===== config.mk =====
export PLATFORM = sky130hd
export DESIGN_NAME = miss_unit_top
export DESIGN_NICKNAME = d
export VERILOG_FILES = /design/src/rtl/mshr_cfg_pkg.sv /design/src/rtl/mshr_types_pkg.sv /design/src/rtl/mshr_mem_if.sv /design/src/rtl/miss_ctrl.sv /design/src/rtl/miss_unit_top.sv /design/src/rtl/mshr.sv /design/src/rtl/mshr_regbank.sv
export SDC_FILE = /design/constraint.sdc
export NUM_CORES = 1
export LEC_CHECK = 0
export ABC_AREA = 1
export ABC_CLOCK_PERIOD_IN_PS = 6600
export BUFFER_PORTS_ARGS = -buffer_cell sky130_fd_sc_hd__buf_2
export CAP_MARGIN = 20
export CORE_ASPECT_RATIO = 0.9
export CORE_MARGIN = 2
export CORE_UTILIZATION = 50
export DETAILED_ROUTE_END_ITERATION = 12
export PLACE_DENSITY = 0.68
export SYNTH_ARGS = -nofsm -noshare
export SYNTH_HDL_FRONTEND = slang
export SYNTH_SLANG_ARGS = --single-unit

===== constraint.sdc =====
create_clock -name clk_i -period 6.6 [get_ports clk_i]
set_input_delay 0.99 -clock clk_i [delete_from_list [all_inputs] [get_ports clk_i]]
set_output_delay 0.99 -clock clk_i [all_outputs]
set_load 0.02 [all_outputs]

===== src/rtl/mshr_cfg_pkg.sv =====
// MSHR geometry: default sets and ways, line number and requester id widths
`default_nettype none

package mshr_cfg_pkg;

    // Number of MSHR sets, a power of two of at least 2
    localparam int unsigned MSHR_SETS = 4;

    // Number of ways per set
    localparam int unsigned MSHR_WAYS = 2;

    // Cache line number, the set index sits in the low bits
    localparam int unsigned NLINE_WIDTH = 12;

    // Requester id returned with the refill acknowledge
    localparam int unsigned REQ_ID_WIDTH = 4;

    // Stored tag is whatever the set index leaves of the line number
    localparam int unsigned MSHR_TAG_WIDTH = NLINE_WIDTH - $clog2(MSHR_SETS);

endpackage

`default_nettype wire


===== src/rtl/mshr_types_pkg.sv =====
// MSHR types: stored entry layout, miss controller states and miss outcome codes
`default_nettype none

package mshr_types_pkg;

    // Field widths follow the configured geometry
    localparam int unsigned TAG_WIDTH = mshr_cfg_pkg::MSHR_TAG_WIDTH;
    localparam int unsigned ID_WIDTH  = mshr_cfg_pkg::REQ_ID_WIDTH;

    // One outstanding miss, the set is implied by the row it lives in
    typedef struct packed {
        logic [TAG_WIDTH-1:0] tag;
        logic [ID_WIDTH-1:0]  req_id;
    } mshr_entry_t;

    // Miss controller FSM
    typedef enum logic [1:0] {
        IDLE   = 2'd0,
        CHECK  = 2'd1,
        DECIDE = 2'd2
    } miss_state_e;

    // Outcome reported with done
    typedef enum logic [1:0] {
        MISS_ALLOC = 2'd0,
        MISS_HIT   = 2'd1,
        MISS_FULL  = 2'd2
    } miss_status_e;

endpackage

`default_nettype wire


===== src/rtl/mshr_mem_if.sv =====
// MSHR entry bank access: one address, per-way write select, whole-row read back
`default_nettype none

interface mshr_mem_if #(
    parameter int unsigned SETS = mshr_cfg_pkg::MSHR_SETS,
    parameter int unsigned WAYS = mshr_cfg_pkg::MSHR_WAYS
);
    localparam int unsigned SET_WIDTH = $clog2(SETS);
    localparam int unsigned WAY_WIDTH = (WAYS > 1) ? $clog2(WAYS) : 1;

    logic                 cs;
    logic                 we;
    logic [SET_WIDTH-1:0] addr;
    logic [WAY_WIDTH-1:0] wway;
    mshr_types_pkg::mshr_entry_t wentry;

    // All ways of the addressed row, one cycle after cs
    mshr_types_pkg::mshr_entry_t [WAYS-1:0] rentry;

    modport ctrl (output cs, we, addr, wway, wentry, input rentry);

    modport mem (input cs, we, addr, wway, wentry, output rentry);

endinterface

`default_nettype wire


===== src/rtl/miss_ctrl.sv =====
// Miss controller that turns a miss strobe into check then allocate and reports the outcome
`default_nettype none

module miss_ctrl #(
    parameter  int unsigned SETS        = mshr_cfg_pkg::MSHR_SETS,
    parameter  int unsigned WAYS        = mshr_cfg_pkg::MSHR_WAYS,
    localparam int unsigned NLINE_WIDTH = mshr_cfg_pkg::NLINE_WIDTH,
    localparam int unsigned ID_WIDTH    = mshr_cfg_pkg::REQ_ID_WIDTH,
    localparam int unsigned SET_WIDTH   = $clog2(SETS),
    localparam int unsigned TAG_WIDTH   = NLINE_WIDTH - SET_WIDTH,
    localparam int unsigned WAY_WIDTH   = (WAYS > 1) ? $clog2(WAYS) : 1
) (
    input  wire logic                    clk_i,
    input  wire logic                    rst_ni,
    input  wire logic                    miss_req_i,
    input  wire logic [NLINE_WIDTH-1:0]  miss_nline_i,
    input  wire logic [ID_WIDTH-1:0]     miss_id_i,
    output logic                         busy_o,
    output logic                         check_o,
    output logic [SET_WIDTH-1:0]         check_set_o,
    output logic [TAG_WIDTH-1:0]         check_tag_o,
    input  wire logic                    hit_i,
    input  wire logic                    alloc_full_i,
    input  wire logic [WAY_WIDTH-1:0]    alloc_way_i,
    output logic                         alloc_o,
    output logic [NLINE_WIDTH-1:0]       alloc_nline_o,
    output logic [ID_WIDTH-1:0]          alloc_id_o,
    output logic                         done_o,
    output mshr_types_pkg::miss_status_e status_o,
    output logic [WAY_WIDTH-1:0]         way_o
);

    mshr_types_pkg::miss_state_e state_q;
    mshr_types_pkg::miss_state_e state_d;
    logic [NLINE_WIDTH-1:0]      nline_q;
    logic [ID_WIDTH-1:0]         id_q;

    // Captured line split into set and tag
    assign check_set_o   = nline_q[SET_WIDTH-1:0];
    assign check_tag_o   = nline_q[NLINE_WIDTH-1:SET_WIDTH];
    assign check_o       = (state_q == mshr_types_pkg::CHECK);
    assign alloc_o       = (state_q == mshr_types_pkg::DECIDE) && !hit_i && !alloc_full_i;
    assign alloc_nline_o = nline_q;
    assign alloc_id_o    = id_q;

    // Busy from the strobe until done
    assign busy_o = miss_req_i || (state_q != mshr_types_pkg::IDLE);

    always_comb begin
        state_d = state_q;
        case (state_q)
            mshr_types_pkg::IDLE:   if (miss_req_i) state_d = mshr_types_pkg::CHECK;
            mshr_types_pkg::CHECK:  state_d = mshr_types_pkg::DECIDE;
            mshr_types_pkg::DECIDE: state_d = mshr_types_pkg::IDLE;
            default:                state_d = mshr_types_pkg::IDLE;
        endcase
    end

    always_ff @(posedge clk_i or negedge rst_ni) begin
        if (!rst_ni) begin
            state_q <= mshr_types_pkg::IDLE;
            done_o  <= 1'b0;
        end else begin
            state_q <= state_d;
            done_o  <= (state_q == mshr_types_pkg::DECIDE);
        end
    end

    always_ff @(posedge clk_i) begin
        if ((state_q == mshr_types_pkg::IDLE) && miss_req_i) begin
            nline_q <= miss_nline_i;
            id_q    <= miss_id_i;
        end
        // Pending line wins over a full set
        if (state_q == mshr_types_pkg::DECIDE) begin
            status_o <= hit_i ? mshr_types_pkg::MISS_HIT :
                        (alloc_full_i ? mshr_types_pkg::MISS_FULL : mshr_types_pkg::MISS_ALLOC);
            way_o    <= alloc_way_i;
        end
    end

    req_in_idle_a: assert property (
        @(posedge clk_i) disable iff (!rst_ni)
        miss_req_i |-> (state_q == mshr_types_pkg::IDLE)
    ) else $error("Miss request while the controller is busy");

endmodule

`default_nettype wire


===== src/rtl/miss_unit_top.sv =====
// Miss unit top level: miss controller, MSHR and its entry bank
`default_nettype none

module miss_unit_top #(
    parameter  int unsigned SETS        = mshr_cfg_pkg::MSHR_SETS,
    parameter  int unsigned WAYS        = mshr_cfg_pkg::MSHR_WAYS,
    localparam int unsigned NLINE_WIDTH = mshr_cfg_pkg::NLINE_WIDTH,
    localparam int unsigned ID_WIDTH    = mshr_cfg_pkg::REQ_ID_WIDTH,
    localparam int unsigned SET_WIDTH   = $clog2(SETS),
    localparam int unsigned TAG_WIDTH   = NLINE_WIDTH - SET_WIDTH,
    localparam int unsigned WAY_WIDTH   = (WAYS > 1) ? $clog2(WAYS) : 1
) (
    input  wire logic                    clk_i,
    input  wire logic                    rst_ni,
    input  wire logic                    miss_req_i,
    input  wire logic [NLINE_WIDTH-1:0]  miss_nline_i,
    input  wire logic [ID_WIDTH-1:0]     miss_id_i,
    output logic                         busy_o,
    output logic                         done_o,
    output mshr_types_pkg::miss_status_e status_o,
    output logic [WAY_WIDTH-1:0]         way_o,
    input  wire logic                    refill_i,
    input  wire logic [SET_WIDTH-1:0]    refill_set_i,
    input  wire logic [WAY_WIDTH-1:0]    refill_way_i,
    output logic                         ack_valid_o,
    output logic [NLINE_WIDTH-1:0]       ack_nline_o,
    output logic [ID_WIDTH-1:0]          ack_id_o,
    output logic                         empty_o,
    output logic                         full_o
);

    logic                   check;
    logic [SET_WIDTH-1:0]   check_set;
    logic [TAG_WIDTH-1:0]   check_tag;
    logic                   hit;
    logic                   alloc;
    logic [NLINE_WIDTH-1:0] alloc_nline;
    logic [ID_WIDTH-1:0]    alloc_id;
    logic                   alloc_full;
    logic [WAY_WIDTH-1:0]   alloc_way;

    mshr_mem_if #(.SETS(SETS), .WAYS(WAYS)) u_mem_if ();

    miss_ctrl #(.SETS(SETS), .WAYS(WAYS)) u_miss_ctrl (
        .clk_i, .rst_ni,
        .miss_req_i, .miss_nline_i, .miss_id_i, .busy_o,
        .check_o(check), .check_set_o(check_set), .check_tag_o(check_tag),
        .hit_i(hit), .alloc_full_i(alloc_full), .alloc_way_i(alloc_way),
        .alloc_o(alloc), .alloc_nline_o(alloc_nline), .alloc_id_o(alloc_id),
        .done_o, .status_o, .way_o
    );

    mshr #(.SETS(SETS), .WAYS(WAYS)) u_mshr (
        .clk_i, .rst_ni,
        .check_i(check), .check_set_i(check_set), .check_tag_i(check_tag), .hit_o(hit),
        .alloc_i(alloc), .alloc_nline_i(alloc_nline), .alloc_id_i(alloc_id),
        .alloc_full_o(alloc_full), .alloc_way_o(alloc_way),
        .ack_i(refill_i), .ack_set_i(refill_set_i), .ack_way_i(refill_way_i),
        .ack_valid_o, .ack_nline_o, .ack_id_o,
        .empty_o, .full_o,
        .mem(u_mem_if.ctrl)
    );

    mshr_regbank #(.SETS(SETS), .WAYS(WAYS)) u_regbank (
        .clk_i, .rst_ni,
        .mem(u_mem_if.mem)
    );

endmodule

`default_nettype wire


===== src/rtl/mshr.sv =====
// MSHR control: valid bits, free-way search, pending-line hit, port select, refill read-out
`default_nettype none

module mshr #(
    parameter  int unsigned SETS        = mshr_cfg_pkg::MSHR_SETS,
    parameter  int unsigned WAYS        = mshr_cfg_pkg::MSHR_WAYS,
    localparam int unsigned NLINE_WIDTH = mshr_cfg_pkg::NLINE_WIDTH,
    localparam int unsigned ID_WIDTH    = mshr_cfg_pkg::REQ_ID_WIDTH,
    localparam int unsigned SET_WIDTH   = $clog2(SETS),
    localparam int unsigned TAG_WIDTH   = NLINE_WIDTH - SET_WIDTH,
    localparam int unsigned WAY_WIDTH   = (WAYS > 1) ? $clog2(WAYS) : 1
) (
    input  wire logic                   clk_i,
    input  wire logic                   rst_ni,
    // Check a line against the pending misses
    input  wire logic                   check_i,
    input  wire logic [SET_WIDTH-1:0]   check_set_i,
    input  wire logic [TAG_WIDTH-1:0]   check_tag_i,
    output logic                        hit_o,
    // Store a new miss
    input  wire logic                   alloc_i,
    input  wire logic [NLINE_WIDTH-1:0] alloc_nline_i,
    input  wire logic [ID_WIDTH-1:0]    alloc_id_i,
    output logic                        alloc_full_o,
    output logic [WAY_WIDTH-1:0]        alloc_way_o,
    // Refill acknowledge, frees a slot
    input  wire logic                   ack_i,
    input  wire logic [SET_WIDTH-1:0]   ack_set_i,
    input  wire logic [WAY_WIDTH-1:0]   ack_way_i,
    output logic                        ack_valid_o,
    output logic [NLINE_WIDTH-1:0]      ack_nline_o,
    output logic [ID_WIDTH-1:0]         ack_id_o,
    output logic                        empty_o,
    output logic                        full_o,
    mshr_mem_if.ctrl                    mem
);

    logic [SETS-1:0][WAYS-1:0]   valid_q;
    logic [SET_WIDTH-1:0]        alloc_set;
    logic [TAG_WIDTH-1:0]        alloc_tag;
    logic [SET_WIDTH-1:0]        check_set_q;
    logic [SET_WIDTH-1:0]        ack_set_q;
    logic [WAY_WIDTH-1:0]        ack_way_q;
    logic [WAYS-1:0]             hit_way;
    mshr_types_pkg::mshr_entry_t ack_entry;

    assign alloc_set = alloc_nline_i[SET_WIDTH-1:0];
    assign alloc_tag = alloc_nline_i[NLINE_WIDTH-1:SET_WIDTH];

    // Bank port: acknowledge wins over allocate, allocate over check
    assign mem.cs     = ack_i | alloc_i | check_i;
    assign mem.we     = alloc_i & ~ack_i;
    assign mem.addr   = ack_i ? ack_set_i : (alloc_i ? alloc_set : check_set_i);
    assign mem.wway   = alloc_way_o;
    assign mem.wentry = '{tag: alloc_tag, req_id: alloc_id_i};

    // Lowest-numbered invalid way of the allocated set
    always_comb begin
        logic found;
        found       = 1'b0;
        alloc_way_o = '0;
        for (int w = 0; w < WAYS; w++) begin
            if (!found && !valid_q[alloc_set][w]) begin
                found       = 1'b1;
                alloc_way_o = WAY_WIDTH'(w);
            end
        end
    end

    // Hit and full refer to the set checked on the previous cycle
    always_comb begin
        for (int w = 0; w < WAYS; w++) begin
            hit_way[w] = valid_q[check_set_q][w] && (mem.rentry[w].tag == check_tag_i);
        end
    end

    assign hit_o        = |hit_way;
    assign alloc_full_o = &valid_q[check_set_q];

    // Refill read-out, line number rebuilt from tag and set
    assign ack_entry   = mem.rentry[ack_way_q];
    assign ack_nline_o = {ack_entry.tag, ack_set_q};
    assign ack_id_o    = ack_entry.req_id;

    assign empty_o = ~|valid_q;
    assign full_o  = &valid_q;

    always_ff @(posedge clk_i or negedge rst_ni) begin
        if (!rst_ni) begin
            valid_q     <= '0;
            check_set_q <= '0;
            ack_valid_o <= 1'b0;
        end else begin
            ack_valid_o <= ack_i;
            if (ack_i) begin
                valid_q[ack_set_i][ack_way_i] <= 1'b0;
            end
            if (alloc_i && !ack_i) begin
                valid_q[alloc_set][alloc_way_o] <= 1'b1;
            end
            if (check_i && !alloc_i && !ack_i) begin
                check_set_q <= check_set_i;
            end
        end
    end

    always_ff @(posedge clk_i) begin
        if (ack_i) begin
            ack_set_q <= ack_set_i;
            ack_way_q <= ack_way_i;
        end
    end

    ack_alone_a: assert property (
        @(posedge clk_i) disable iff (!rst_ni)
        ack_i |-> !(alloc_i || check_i)
    ) else $error("MSHR acknowledge together with allocate or check");

    // The cycle after a check belongs to the pending decision
    ack_after_check_a: assert property (
        @(posedge clk_i) disable iff (!rst_ni)
        check_i |=> !ack_i
    ) else $error("MSHR acknowledge while a check result is pending");

endmodule

`default_nettype wire


===== src/rtl/mshr_regbank.sv =====
// MSHR entry bank: one row of ways per set, single port, registered row read
`default_nettype none

module mshr_regbank #(
    parameter int unsigned SETS = mshr_cfg_pkg::MSHR_SETS,
    parameter int unsigned WAYS = mshr_cfg_pkg::MSHR_WAYS
) (
    input  wire logic clk_i,
    input  wire logic rst_ni,
    mshr_mem_if.mem   mem
);

    // Storage rows, indexed by set
    mshr_types_pkg::mshr_entry_t [WAYS-1:0] rows_q [SETS];

    always_ff @(posedge clk_i) begin
        if (mem.cs) begin
            // Only the selected way of the row changes
            if (mem.we) begin
                rows_q[mem.addr][mem.wway] <= mem.wentry;
            end
            // Read returns the row as it was before this edge
            mem.rentry <= rows_q[mem.addr];
        end
    end

    // Free-way search in the MSHR must never point past the last way
    way_in_range_a: assert property (
        @(posedge clk_i) disable iff (!rst_ni)
        (mem.cs && mem.we) |-> (int'(mem.wway) < int'(WAYS))
    ) else $error("MSHR bank write to way %0d, only %0d ways", mem.wway, WAYS);

endmodule

`default_nettype wire


# --- Word-level counts from Yosys, hierarchy flattened ---
# Memory sizes are Yosys's and may differ from the RTL's. A register that Yosys moved wholly into a read port is not among the register bits.
# Index checks and enable logic that the tools add are counted.
totals:
  latchBits: 0
  wordCells: 89
  out_inout_bits: 24
  mem_bits_ro: 0
  ff_bits: 36
  ram_bits: 112
  mem_count: 1
  inputBits: 23
memory_table:
  columns: ["memory", "depth", "word_bits", "rd", "rd_clocked_by_memory_dff", "write_ports", "line_no", "text"]
  rows:
  - ["u_regbank.rows_q", 4, 28, 1, 1, 1, "mshr_regbank.sv:14", "mshr_types_pkg::mshr_entry_t [WAYS-1:0] rows_q [SETS];"]
classes:
  multipliers: 0
  div_mod_pow: 0
  order_cmp: 10
  shift: 0
  n_addsub: 0
  muxes: 26
  bitwise: 7
  reduce_logical: 26
  eq_ne: 5
op_table:
  columns: ["cell", "count"]
  rows:
  - ["14-bit two-way mux", 3]
  - ["28-bit two-way mux", 1]
  - ["10-bit == test", 2]
  - ["8-bit two-way mux", 2]
  - ["14-bit demux with 1-bit select", 1]
  - ["2-bit two-way mux", 7]
  - ["1-bit logical AND", 13]
  - ["2-bit by 3-bit < comparator with 1-bit output (second input constant)", 3]
  - ["8-bit bitwise AND", 1]
  - ["2-bit binary-select mux with 2-bit select", 2]
  - ["2-bit demux with 2-bit select", 2]
  - ["8-bit inverter", 1]
  - ["8-bit bitwise OR", 1]
  - ["8-bit AND reduction", 1]
  - ["8-bit OR reduction", 1]
  - ["1-bit zero test", 6]
  - ["1-bit by 2-bit < comparator with 1-bit output (second input constant)", 3]
  - ["1-bit two-way mux", 5]
  - ["2-bit by 1-bit >= comparator with 1-bit output (second input constant)", 2]
  - ["2-bit one-hot mux with 2 select lines", 1]
  - ["1-bit demux with 1-bit select", 2]
  - ["2-bit by 1-bit == test with 1-bit output (second input constant)", 1]
  - ["2-bit == test (second input constant)", 1]
  - ["1-bit >= comparator (second input constant)", 2]
  - ["other kinds (9)", 10]

# --- Longest topological paths before layout ---
# Gate-level depths: netlist (run 1).
logic_depth:
  depth_word: 13
  mapped_depth: 10
  mapped_depth_nobuf: 10

# --- By module ---
# Synthesis (run 1) repeated with hierarchy kept, for this count alone.
unflattened:
  cells_unflattened: 732
  area_unflattened_um2: 7613.6
modules_own_cells:
  columns: ["mod", "seq_area_each_um2", "instances", "cells_each", "area_per_inst_um2"]
  rows:
  - ["mshr_regbank", 4204.0, 1, 427, 5338.9]
  - ["mshr", 365.4, 1, 255, 1477.7]
  - ["miss_ctrl", 645.6, 1, 50, 797.0]

# --- Worst setup path after synthesis (run 1) ---
# OpenSTA, ideal clock, no wires.
synth_path:
  kind: "input-to-reg"
  start: "input refill_set_i[1]"
  end: "memory u_regbank.rows_q[3][14] (netlist bit) (enable)"
  cell_stages: 8
  setup_time_ns: 0.384
  n_path_buf: 2
  setup_slack_ns: 3.918
  t_required_ns: 6.216
  arrival_time_ns: 2.297
  cell_sequence: "inv_2 -> nand2_1 -> o21ai_1 -> inv_2 -> buf_2 -> buf_2 -> nand2_1 -> nor2_1"
synth_via:
  elab_chain_len: 1
synth_rtl:
  columns: ["element", "line_no", "text"]
  rows:
  - ["start, declared", "miss_unit_top.sv:23", "input wire logic [SET_WIDTH-1:0] refill_set_i,"]
  - ["2-bit two-way mux", "mshr.sv:53", "assign mem.addr = ack_i ? ack_set_i : (alloc_i ? alloc_set : check_set_i);"]
  - ["end, declared", "mshr_regbank.sv:14", null]
# Every way passes these cells.

# --- Worst setup path after layout (run 1) ---
layout_path:
  start: "input refill_i"
  end: "memory u_regbank.rows_q[3][24] (netlist bit) (enable)"
layout_via:
  elab_chain_len: 5
  word_cells_on_any_way: 8
  cone_classes: "mux: 4; bitwise: 4"
layout_rtl:
  columns: ["element", "line_no", "text"]
  rows:
  - ["start, declared", "miss_unit_top.sv:22", "input wire logic refill_i,"]
  - ["1-bit inverter", "mshr.sv:52", "assign mem.we = alloc_i & ~ack_i;"]
  - ["1-bit bitwise AND", "mshr.sv:52", null]
  - ["1-bit two-way mux", "mshr_regbank.sv:19", "if (mem.we) begin"]
  - ["1-bit two-way mux", "mshr_regbank.sv:17", "if (mem.cs) begin"]
  - ["28-bit two-way mux (implied by the code)", "mshr_regbank.sv:20", "rows_q[mem.addr][mem.wway] <= mem.wentry;"]
# Parallel ways exist; a longest one is shown, timed or not.

==> results of run 1 <==
==> flip-flops by register name, indices dropped and copies added (netlist names) <==
name                       flops
u_miss_ctrl.alloc_id_o         4
u_mshr.ack_valid_o             1
u_regbank.rows_q             112
u_miss_ctrl.way_o              1
u_miss_ctrl.status_o           2
u_mshr.check_set_q             2
u_miss_ctrl.done_o             1
u_mshr.ack_set_q               2
u_miss_ctrl.state_q            2
u_mshr.ack_way_q               1
u_miss_ctrl.alloc_nline_o     12
u_regbank.mem.rentry          28
u_mshr.valid_q                 8
==> worst max-delay path, cell delays in order <==
cell and delay [ps]:
sky130_fd_sc_hd__buf_2 180, sky130_fd_sc_hd__inv_2 140, sky130_fd_sc_hd__nand2_1 100, sky130_fd_sc_hd__nand2_2 390
sky130_fd_sc_hd__inv_2 610, sky130_fd_sc_hd__nand2_1 110, sky130_fd_sc_hd__nor2_1 560, sky130_fd_sc_hd__buf_6 240
==> cell usage in the layout (no fill, tap or decap), types with 2 or more instances in the layout <==
master                       count
sky130_fd_sc_hd__clkinv_2        2
sky130_fd_sc_hd__dfrtp_1        14
sky130_fd_sc_hd__buf_2          46
sky130_fd_sc_hd__nor2_4          4
sky130_fd_sc_hd__edfxtp_1      162
sky130_fd_sc_hd__nor2_2          8
sky130_fd_sc_hd__nand2_1       117
sky130_fd_sc_hd__inv_6           4
sky130_fd_sc_hd__clkbuf_16      17
sky130_fd_sc_hd__a22oi_1        28
sky130_fd_sc_hd__nor4_1          4
sky130_fd_sc_hd__clkinv_4        4
sky130_fd_sc_hd__nor2_1         22
sky130_fd_sc_hd__clkinvlp_4      2
sky130_fd_sc_hd__inv_2           7
sky130_fd_sc_hd__nand4_1        16
sky130_fd_sc_hd__mux2_2          4
sky130_fd_sc_hd__bufinv_16       2
sky130_fd_sc_hd__o21ai_1         2
sky130_fd_sc_hd__buf_4           2
sky130_fd_sc_hd__inv_1          53
sky130_fd_sc_hd__nand3_1        95
sky130_fd_sc_hd__o21ai_0        20
==> cell usage after synthesis <==
library cell	instances
sky130_fd_sc_hd__nor3b_1	1
sky130_fd_sc_hd__mux2_2	4
sky130_fd_sc_hd__o21ai_0	20
sky130_fd_sc_hd__inv_4	1
sky130_fd_sc_hd__nand2_2	1
sky130_fd_sc_hd__inv_2	7
sky130_fd_sc_hd__or2_2	1
sky130_fd_sc_hd__o22ai_1	1
sky130_fd_sc_hd__nor4_1	4
sky130_fd_sc_hd__edfxtp_1	162
sky130_fd_sc_hd__nor2_1	22
sky130_fd_sc_hd__nand3_1	95
sky130_fd_sc_hd__clkbuf_1	5
sky130_fd_sc_hd__buf_4	3
sky130_fd_sc_hd__dfrtp_1	14
sky130_fd_sc_hd__buf_1	1
sky130_fd_sc_hd__nand4_1	16
sky130_fd_sc_hd__nor2_2	8
sky130_fd_sc_hd__nand2_1	117
sky130_fd_sc_hd__and2_1	1
sky130_fd_sc_hd__nor3_1	2
sky130_fd_sc_hd__nand2_4	1
sky130_fd_sc_hd__inv_1	53
sky130_fd_sc_hd__nor2_4	4
sky130_fd_sc_hd__buf_6	3
sky130_fd_sc_hd__buf_2	8
sky130_fd_sc_hd__a22oi_1	28
sky130_fd_sc_hd__o21ai_1	2
==> metal layers <==
| metal | global-route usage (%) | vias to the layer above | share of wire, % |
|---|---|---|---|
| met5 | 0 | - | 0 |
| met4 | 8.44 | 0 | 2.1 |
| met1 | 28.6 | 2301 | 44 |
| met3 | 4.91 | 27 | 5.7 |
| li1 | - | 2184 | - |
| met2 | 34.0 | 160 | 48 |
==> path summary, 6_finish.rpt <==
kind,start,endpoint
max in group asynchronous,rst_ni,u_mshr.valid_q[5]
setup reg to reg,u_miss_ctrl.alloc_nline_o[0],u_regbank.rows_q[3][24]
min in group clk_i,u_miss_ctrl.state_q[1],u_miss_ctrl.state_q[0]
hold / removal,rst_ni,u_mshr.valid_q[7]
setup / recovery,refill_i,u_regbank.rows_q[3][24]
hold reg to reg,u_miss_ctrl.state_q[1],u_miss_ctrl.state_q[0]
==> logic make-up (layout without fill, tap and decap cells) <==
| family | after synthesis | count (layout) | synth area share, % |
|---|---|---|---|
| and+or+nand+nor | 273 | 273 | 17.6 |
| AOI/OAI and AO/OA | 51 | 51 | 4.53 |
| muxes | 4 | 4 | 0.625 |
| buffers and inverters | 81 | 142 | 4.86 |
| DFF | 176 | 176 | 72.4 |
==> stage by stage <==
step | cell area [um^2] | hold slack, ps | setup WS (ps) | util [%]
detailed placement | 7590 | 507 | 2980 | 54.0
floorplan | 7200 | 456 | 3920 | -
global placement | 7570 | 492 | 2760 | 53.9
CTS | 8170 | 464 | 3390 | 58.1
finish | 8170 | 458 | 3400 | 58.1
global route | 8170 | 471 | 3180 | 58.1
==> power by group through the flow <==
| stage | clock [W] | combinational [W] | sequential [W] |
|---|---|---|---|
| finish | 0.000984 | 0.000330 | 0.00137 |
| global route | 0.00104 | 0.000371 | 0.00138 |
| CTS | 0.000993 | 0.000331 | 0.00137 |
| detailed placement | 0 | 0.000329 | 0.00139 |
| global placement | 0 | 0.000319 | 0.00139 |
| floorplan | 0 | 0.000234 | 0.00137 |
==> area by class of cell <==
class	instances	area, um^2	share of cell area [%]
clock buffer	17	425	5.21
clock inverter	15	159	1.94
inverter	61	231	2.83
multi-input combinational	328	1640	20.1
sequential	176	5220	63.8
tap	193	241	2.96
timing repair buffer	49	256	3.14
==> results.txt, run 1 <==
----------------------------------------------------
[Place]
  Count of input and output buffers ... 46
  Placed wire-length estimate after detailed placement ... 9.78 mm
  Total instance count after detailed placement ... 807
  Final Wtd Congestion ... 0.901

[GRT]
  Number of antenna violations at the first check in global routing ... 0
  Wire length of the first global-routing pass ... 24.2 mm
  Global-route usage over all layers ... 21.4%
  Pin count of the biggest net entering global routing ... 60
  Aggregate global routing overflow ... 0
  Number of global-route vias before repair ... 4603

[Floorplan]
  I/O pin cnt ... 47
  Number of placement rows ... 41
  Initial standard-cell utilization of the core ... 51.2%
  Area of the die ... 15400 um^2
  Die W ... 131 um
  Vert. Die Dim ... 118 um
  Total core area ... 14100 um^2

[Worst setup path]
  Worst Setup End Kind ... register
  Worst endpoint required time ... 6740 ps
  Setup Crit Path Kind ... primary input to register
  Data arrival, critical path ... 3340 ps
  Critical path peak fanout ... 30
  Startpoint class of the critical path ... primary input
  Worst reg2reg path depth ... 7
  Register-to-register setup slack ... 3720 ps

[Flow run]
  Max Cap Viol ... 0

[Drt]
  Mean routed wirelength per cell ... 18.3 um
  Remaining routing DRC violations ... 0
  Wire length after detailed routing ... 15.4 mm
  Number of detailed-route iterations in the first pass ... 6
  Post-detailed-route via-to-cell ratio ... 5.57
  Number of design-rule violations left by the first detailed-router iteration ... 424
  Total via count after detailed routing ... 4672
  Post-route antenna net violation count ... 0

[Yosys]
  Cells after Synth ... 585
  Synth warnings ... 0
  Dominant cells by area after synthesis ... sky130_fd_sc_hd__edfxtp_1, sky130_fd_sc_hd__nand3_1, sky130_fd_sc_hd__nand2_1, sky130_fd_sc_hd__dfrtp_1, sky130_fd_sc_hd__a22oi_1
  Sequential share of the synthesized area ... 72.4%
  Distinct cell type count of the synthesized netlist ... 28
  Net count after synthesis ... 608
  Post-synthesis average cell area ... 12.3 um^2
  Yosys top cell by area ... sky130_fd_sc_hd__edfxtp_1
  Total of flip-flops plus latches after synthesis ... 176
  Share of Yosys cell area claimed by the top area cell type ... 67.5%
  Syn Std Cell Area ... 7200 um^2

[Finish]
  Fraction of final layout cells with drive strength greater than 1 ... 16.7%
  Nets ... 656
  Final-layout fill cell count ... 1153
  Finished Layout Cells ... 839
  Area added between synthesis and finish ... 13.4%
  Antenna diode count ... 0

[Timing]
  Top achievable clock speed ... 0.312 GHz
  Setup TNS after final layout ... 0 ps
  Pins Over Slew Limit ... 0
  RSZ-0062 raised after global routing ... false
  Fin crit period ... 3200 ps
  Setup Skew ... 8.96 ps
  Normalized max-slew margin ... 33.7%
  Setup-violating endpoint count in the final report ... 0
  Tightest Pin Transition ... 993 ps
  Final worst-path cycle share ... 48.5%
  Final Hold Viols ... 0

[CTS]
  Setup Buffers After CTS ... 0
  Cts bufs inserted ... 17
  Clock root buffer master ... sky130_fd_sc_hd__clkbuf_16
  Post-cts repair resize count ... 0
  Clock tree sinks ... 176
  Clock insertion delay at the later pin of the skew report ... 430 ps
  Clock tree from TritonCTS ... done
  Count of hold-fix buffers inserted at cts ... 0
  CTS Buffer Depth ... 2
  Clock-pin transition on the worst setup and hold timing paths ... 70 ps
  Number of H-tree branching levels ... 4

[Worst hold path]
  Hold Path Class ... primary input to async pin

[Pwr]
  Internal portion of total power ... 0.00197 W
  VDD IR-drop max ... 0.000229 V
  Sw Share ... 26.7%
  Combinational power share ... 12.3%
  Net switching power of the design ... 0.000717 W
  Power share of the clock group ... 36.6%
  Overall power consumption ... 0.00269 W
  Sequential share of power ... 51.1%
  Power density of the placed cells ... 329 nW/um^2
  Cell leakage power ... 3.23 nW

[Run status]
  Outcome ... finished, final reports clean

----------------------------------------------------
(Power assumes the default switching activity.)
==> run 2: changes to the inputs <==
--- a/config.mk
+++ b/config.mk
@@ -6,14 +6,14 @@
 export NUM_CORES = 1
 export LEC_CHECK = 0
 export ABC_AREA = 1
-export ABC_CLOCK_PERIOD_IN_PS = 6600
+export ABC_CLOCK_PERIOD_IN_PS = 2700
 export BUFFER_PORTS_ARGS = -buffer_cell sky130_fd_sc_hd__buf_2
 export CAP_MARGIN = 20
 export CORE_ASPECT_RATIO = 0.9
 export CORE_MARGIN = 2
 export CORE_UTILIZATION = 50
 export DETAILED_ROUTE_END_ITERATION = 12
-export PLACE_DENSITY = 0.68
+export PLACE_DENSITY = 0.7
 export SYNTH_ARGS = -nofsm -noshare
 export SYNTH_HDL_FRONTEND = slang
 export SYNTH_SLANG_ARGS = --single-unit
==> constraint.sdc (replaced) <==
create_clock -name clk_i -period 2.7 [get_ports clk_i]
set_input_delay 0.405 -clock clk_i [delete_from_list [all_inputs] [get_ports clk_i]]
set_output_delay 0.405 -clock clk_i [all_outputs]
set_load 0.02 [all_outputs]
==> results.txt, run 2 (synthesis results as in run 1) <==
----------------------------------------------------
[CTS]
  Clock tree sinks ... 176
  Clock root buffer master ... sky130_fd_sc_hd__clkbuf_16
  Cts bufs inserted ... 17
  Setup Buffers After CTS ... 0
  Post-cts repair resize count ... 0
  CTS Buffer Depth ... 2
  Clock insertion delay at the later pin of the skew report ... 430 ps
  Number of H-tree branching levels ... 4
  Clock-pin transition on the worst setup and hold timing paths ... 70 ps
  Count of hold-fix buffers inserted at cts ... 1
  Clock tree from TritonCTS ... done

[Finish]
  Largest register by flop count ... u_regbank.rows_q
  Area taken by flip-flops and latches ... 5220 um^2
  Nets ... 671
  Fraction of final layout cells with drive strength greater than 1 ... 18.6%
  Antenna diode count ... 0
  Area added between synthesis and finish ... 15.3%
  Footprint of the multi-input gates ... 1640 um^2
  Final-layout fill cell count ... 1121
  Most used cells in the layout excluding fill and tap cells ... sky130_fd_sc_hd__edfxtp_1, sky130_fd_sc_hd__nand2_1, sky130_fd_sc_hd__nand3_1, sky130_fd_sc_hd__inv_1, sky130_fd_sc_hd__buf_2
  Max FFs per register ... 112
  Most frequent standard cell in the layout excluding fill and tap cells ... sky130_fd_sc_hd__edfxtp_1

[Drt]
  Number of detailed-route iterations in the first pass ... 5
  Wire length after detailed routing ... 16.1 mm
  Highest Signal Layer ... met4
  Mean routed wirelength per cell ... 18.8 um
  Number of design-rule violations left by the first detailed-router iteration ... 539
  Remaining routing DRC violations ... 0
  Met3 routed wirelength ... 1.29 mm
  Total via count after detailed routing ... 4728
  Routed length on met1 ... 6.69 mm
  Post-route antenna net violation count ... 0
  Routed wire length on met2 ... 7.82 mm
  Post-detailed-route via-to-cell ratio ... 5.54

[Worst setup path]
  CP startpoint ... u_mshr.ack_way_q
  Dominant delay contributor by cell family on the critical path ... flip-flops
  Highest-delay cell along the critical path ... sky130_fd_sc_hd__edfxtp_1
  Reg2reg start ... u_miss_ctrl.alloc_nline_o[7]
  Setup Crit Path Kind ... register to output pin
  Critical path peak fanout ... 13
  Worst reg2reg path depth ... 10
  Data arrival, critical path ... 1890 ps
  Startpoint class of the critical path ... register
  Ordered list of cells on the worst path ... buf_4, o21ai_0, buf_2
  Register-to-register setup slack ... 440 ps
  Path length in cells of the critical path ... 3
  Combined buffer and inverter count along the critical path ... 2
  Worst Setup End Kind ... output pin
  Max incr delay on CP ... 670 ps
  Worst endpoint required time ... 2300 ps
  Worst setup endpoint ... ack_nline_o[5]
  Reg-to-reg critical path endpoint ... u_regbank.rows_q[3][20]

[Flow run]
  Max Cap Viol ... 0

[Run status]
  Outcome ... finished, final reports clean

[Floorplan]
  I/O pin cnt ... 47
  Number of placement rows ... 41
  Initial standard-cell utilization of the core ... 51.2%
  Area of the die ... 15400 um^2
  Vert. Die Dim ... 118 um
  Total core area ... 14100 um^2
  Die W ... 131 um

[Timing]
  Normalized max-slew margin ... 41.2%
  Worst setup slack after layout ... 404 ps
  Top achievable clock speed ... 0.436 GHz
  RSZ-0062 raised after global routing ... false
  Setup Skew ... 13.8 ps
  Final Hold Viols ... 0
  Setup TNS after final layout ... 0 ps
  Tightest Pin Transition ... 880 ps
  Fin crit period ... 2300 ps
  Final worst-path cycle share ... 85.0%
  Pins Over Slew Limit ... 0
  Setup-violating endpoint count in the final report ... 0

[Place]
  Placed wire-length estimate after detailed placement ... 9.76 mm
  Setup slack after placement ... 475 ps
  Final Wtd Congestion ... 0.916
  Count of input and output buffers ... 46

[GRT]
  Number of global-route vias before repair ... 4577
  Pin count of the biggest net entering global routing ... 41
  Aggregate global routing overflow ... 0
  Number of antenna violations at the first check in global routing ... 0
  Global-route usage over all layers ... 21.8%
  Wire length of the first global-routing pass ... 24.5 mm

[Pwr]
  Cell leakage power ... 3.31 nW
  VDD IR-drop max ... 0.000659 V
  Power density of the placed cells ... 801 nW/um^2

[Worst hold path]
  Hold Path Class ... primary input to register

----------------------------------------------------
-- run 2: through the flow --
step | total power, W | hold slack (ps) | std cells | area (um^2) | util (%)
final | 0.00665 | 146 | 854 | 8310 | 59.1
after floorplan | 0.00393 | 109 | 585 | 7200 | -
after CTS | 0.00668 | 132 | 854 | 8310 | 59.1
after detailed placement | 0.00424 | 324 | 821 | 7700 | 54.8
after global routing | 0.00691 | 124 | 854 | 8310 | 59.1
after global placement | 0.00421 | 318 | 821 | 7700 | 54.8
-- run 2: layer usage --
metal  vias up  track usage, %
met5         -               0
met4         0            7.85
met3        21            5.55
met2       216            33.9
met1      2283            29.8
li1       2208               -
-- run 2: power breakdown --
group          switching, W  leakage [nW]  internal, W
clock network       0.00107         0.290      0.00139
logic              0.000578          1.34     0.000263
registers          0.000150          1.69      0.00319
total               0.00180          3.31      0.00485
-- run 2: cell type report --
| type | instances | area share (%) |
|---|---|---|
| clock inverter | 15 | 2.06 |
| multi-input combinational | 328 | 19.8 |
| sequential | 176 | 62.8 |
| clock buffer | 17 | 5.12 |
| timing repair buffer | 64 | 4.58 |
| inverter | 61 | 2.79 |
| tap | 193 | 2.91 |
-- run 2: worst min path at each step --
stage                     cells past startpoint                           end             from  slack, ps
after floorplan                               0            u_miss_ctrl.done_o           rst_ni        110
after global routing                          1     u_miss_ctrl.alloc_id_o[3]     miss_id_i[3]        120
final                                         1  u_miss_ctrl.alloc_nline_o[2]  miss_nline_i[2]        150
after CTS                                     1     u_miss_ctrl.alloc_id_o[0]     miss_id_i[0]        130
after detailed placement                      1            u_mshr.ack_valid_o           rst_ni        320
after global placement                        1            u_mshr.ack_valid_o           rst_ni        320
-- run 2: worst reg2reg max path, cell delays in order (launching register included) --
cell	delay, ps
sky130_fd_sc_hd__edfxtp_1	560
sky130_fd_sc_hd__inv_1	140
sky130_fd_sc_hd__nand2_1	60
sky130_fd_sc_hd__nand2_1	120
sky130_fd_sc_hd__nor2_1	70
sky130_fd_sc_hd__nand3_1	90
sky130_fd_sc_hd__nor2_2	60
sky130_fd_sc_hd__nor2_4	220
sky130_fd_sc_hd__nand4_1	120
sky130_fd_sc_hd__nor2_1	230
sky130_fd_sc_hd__buf_4	270
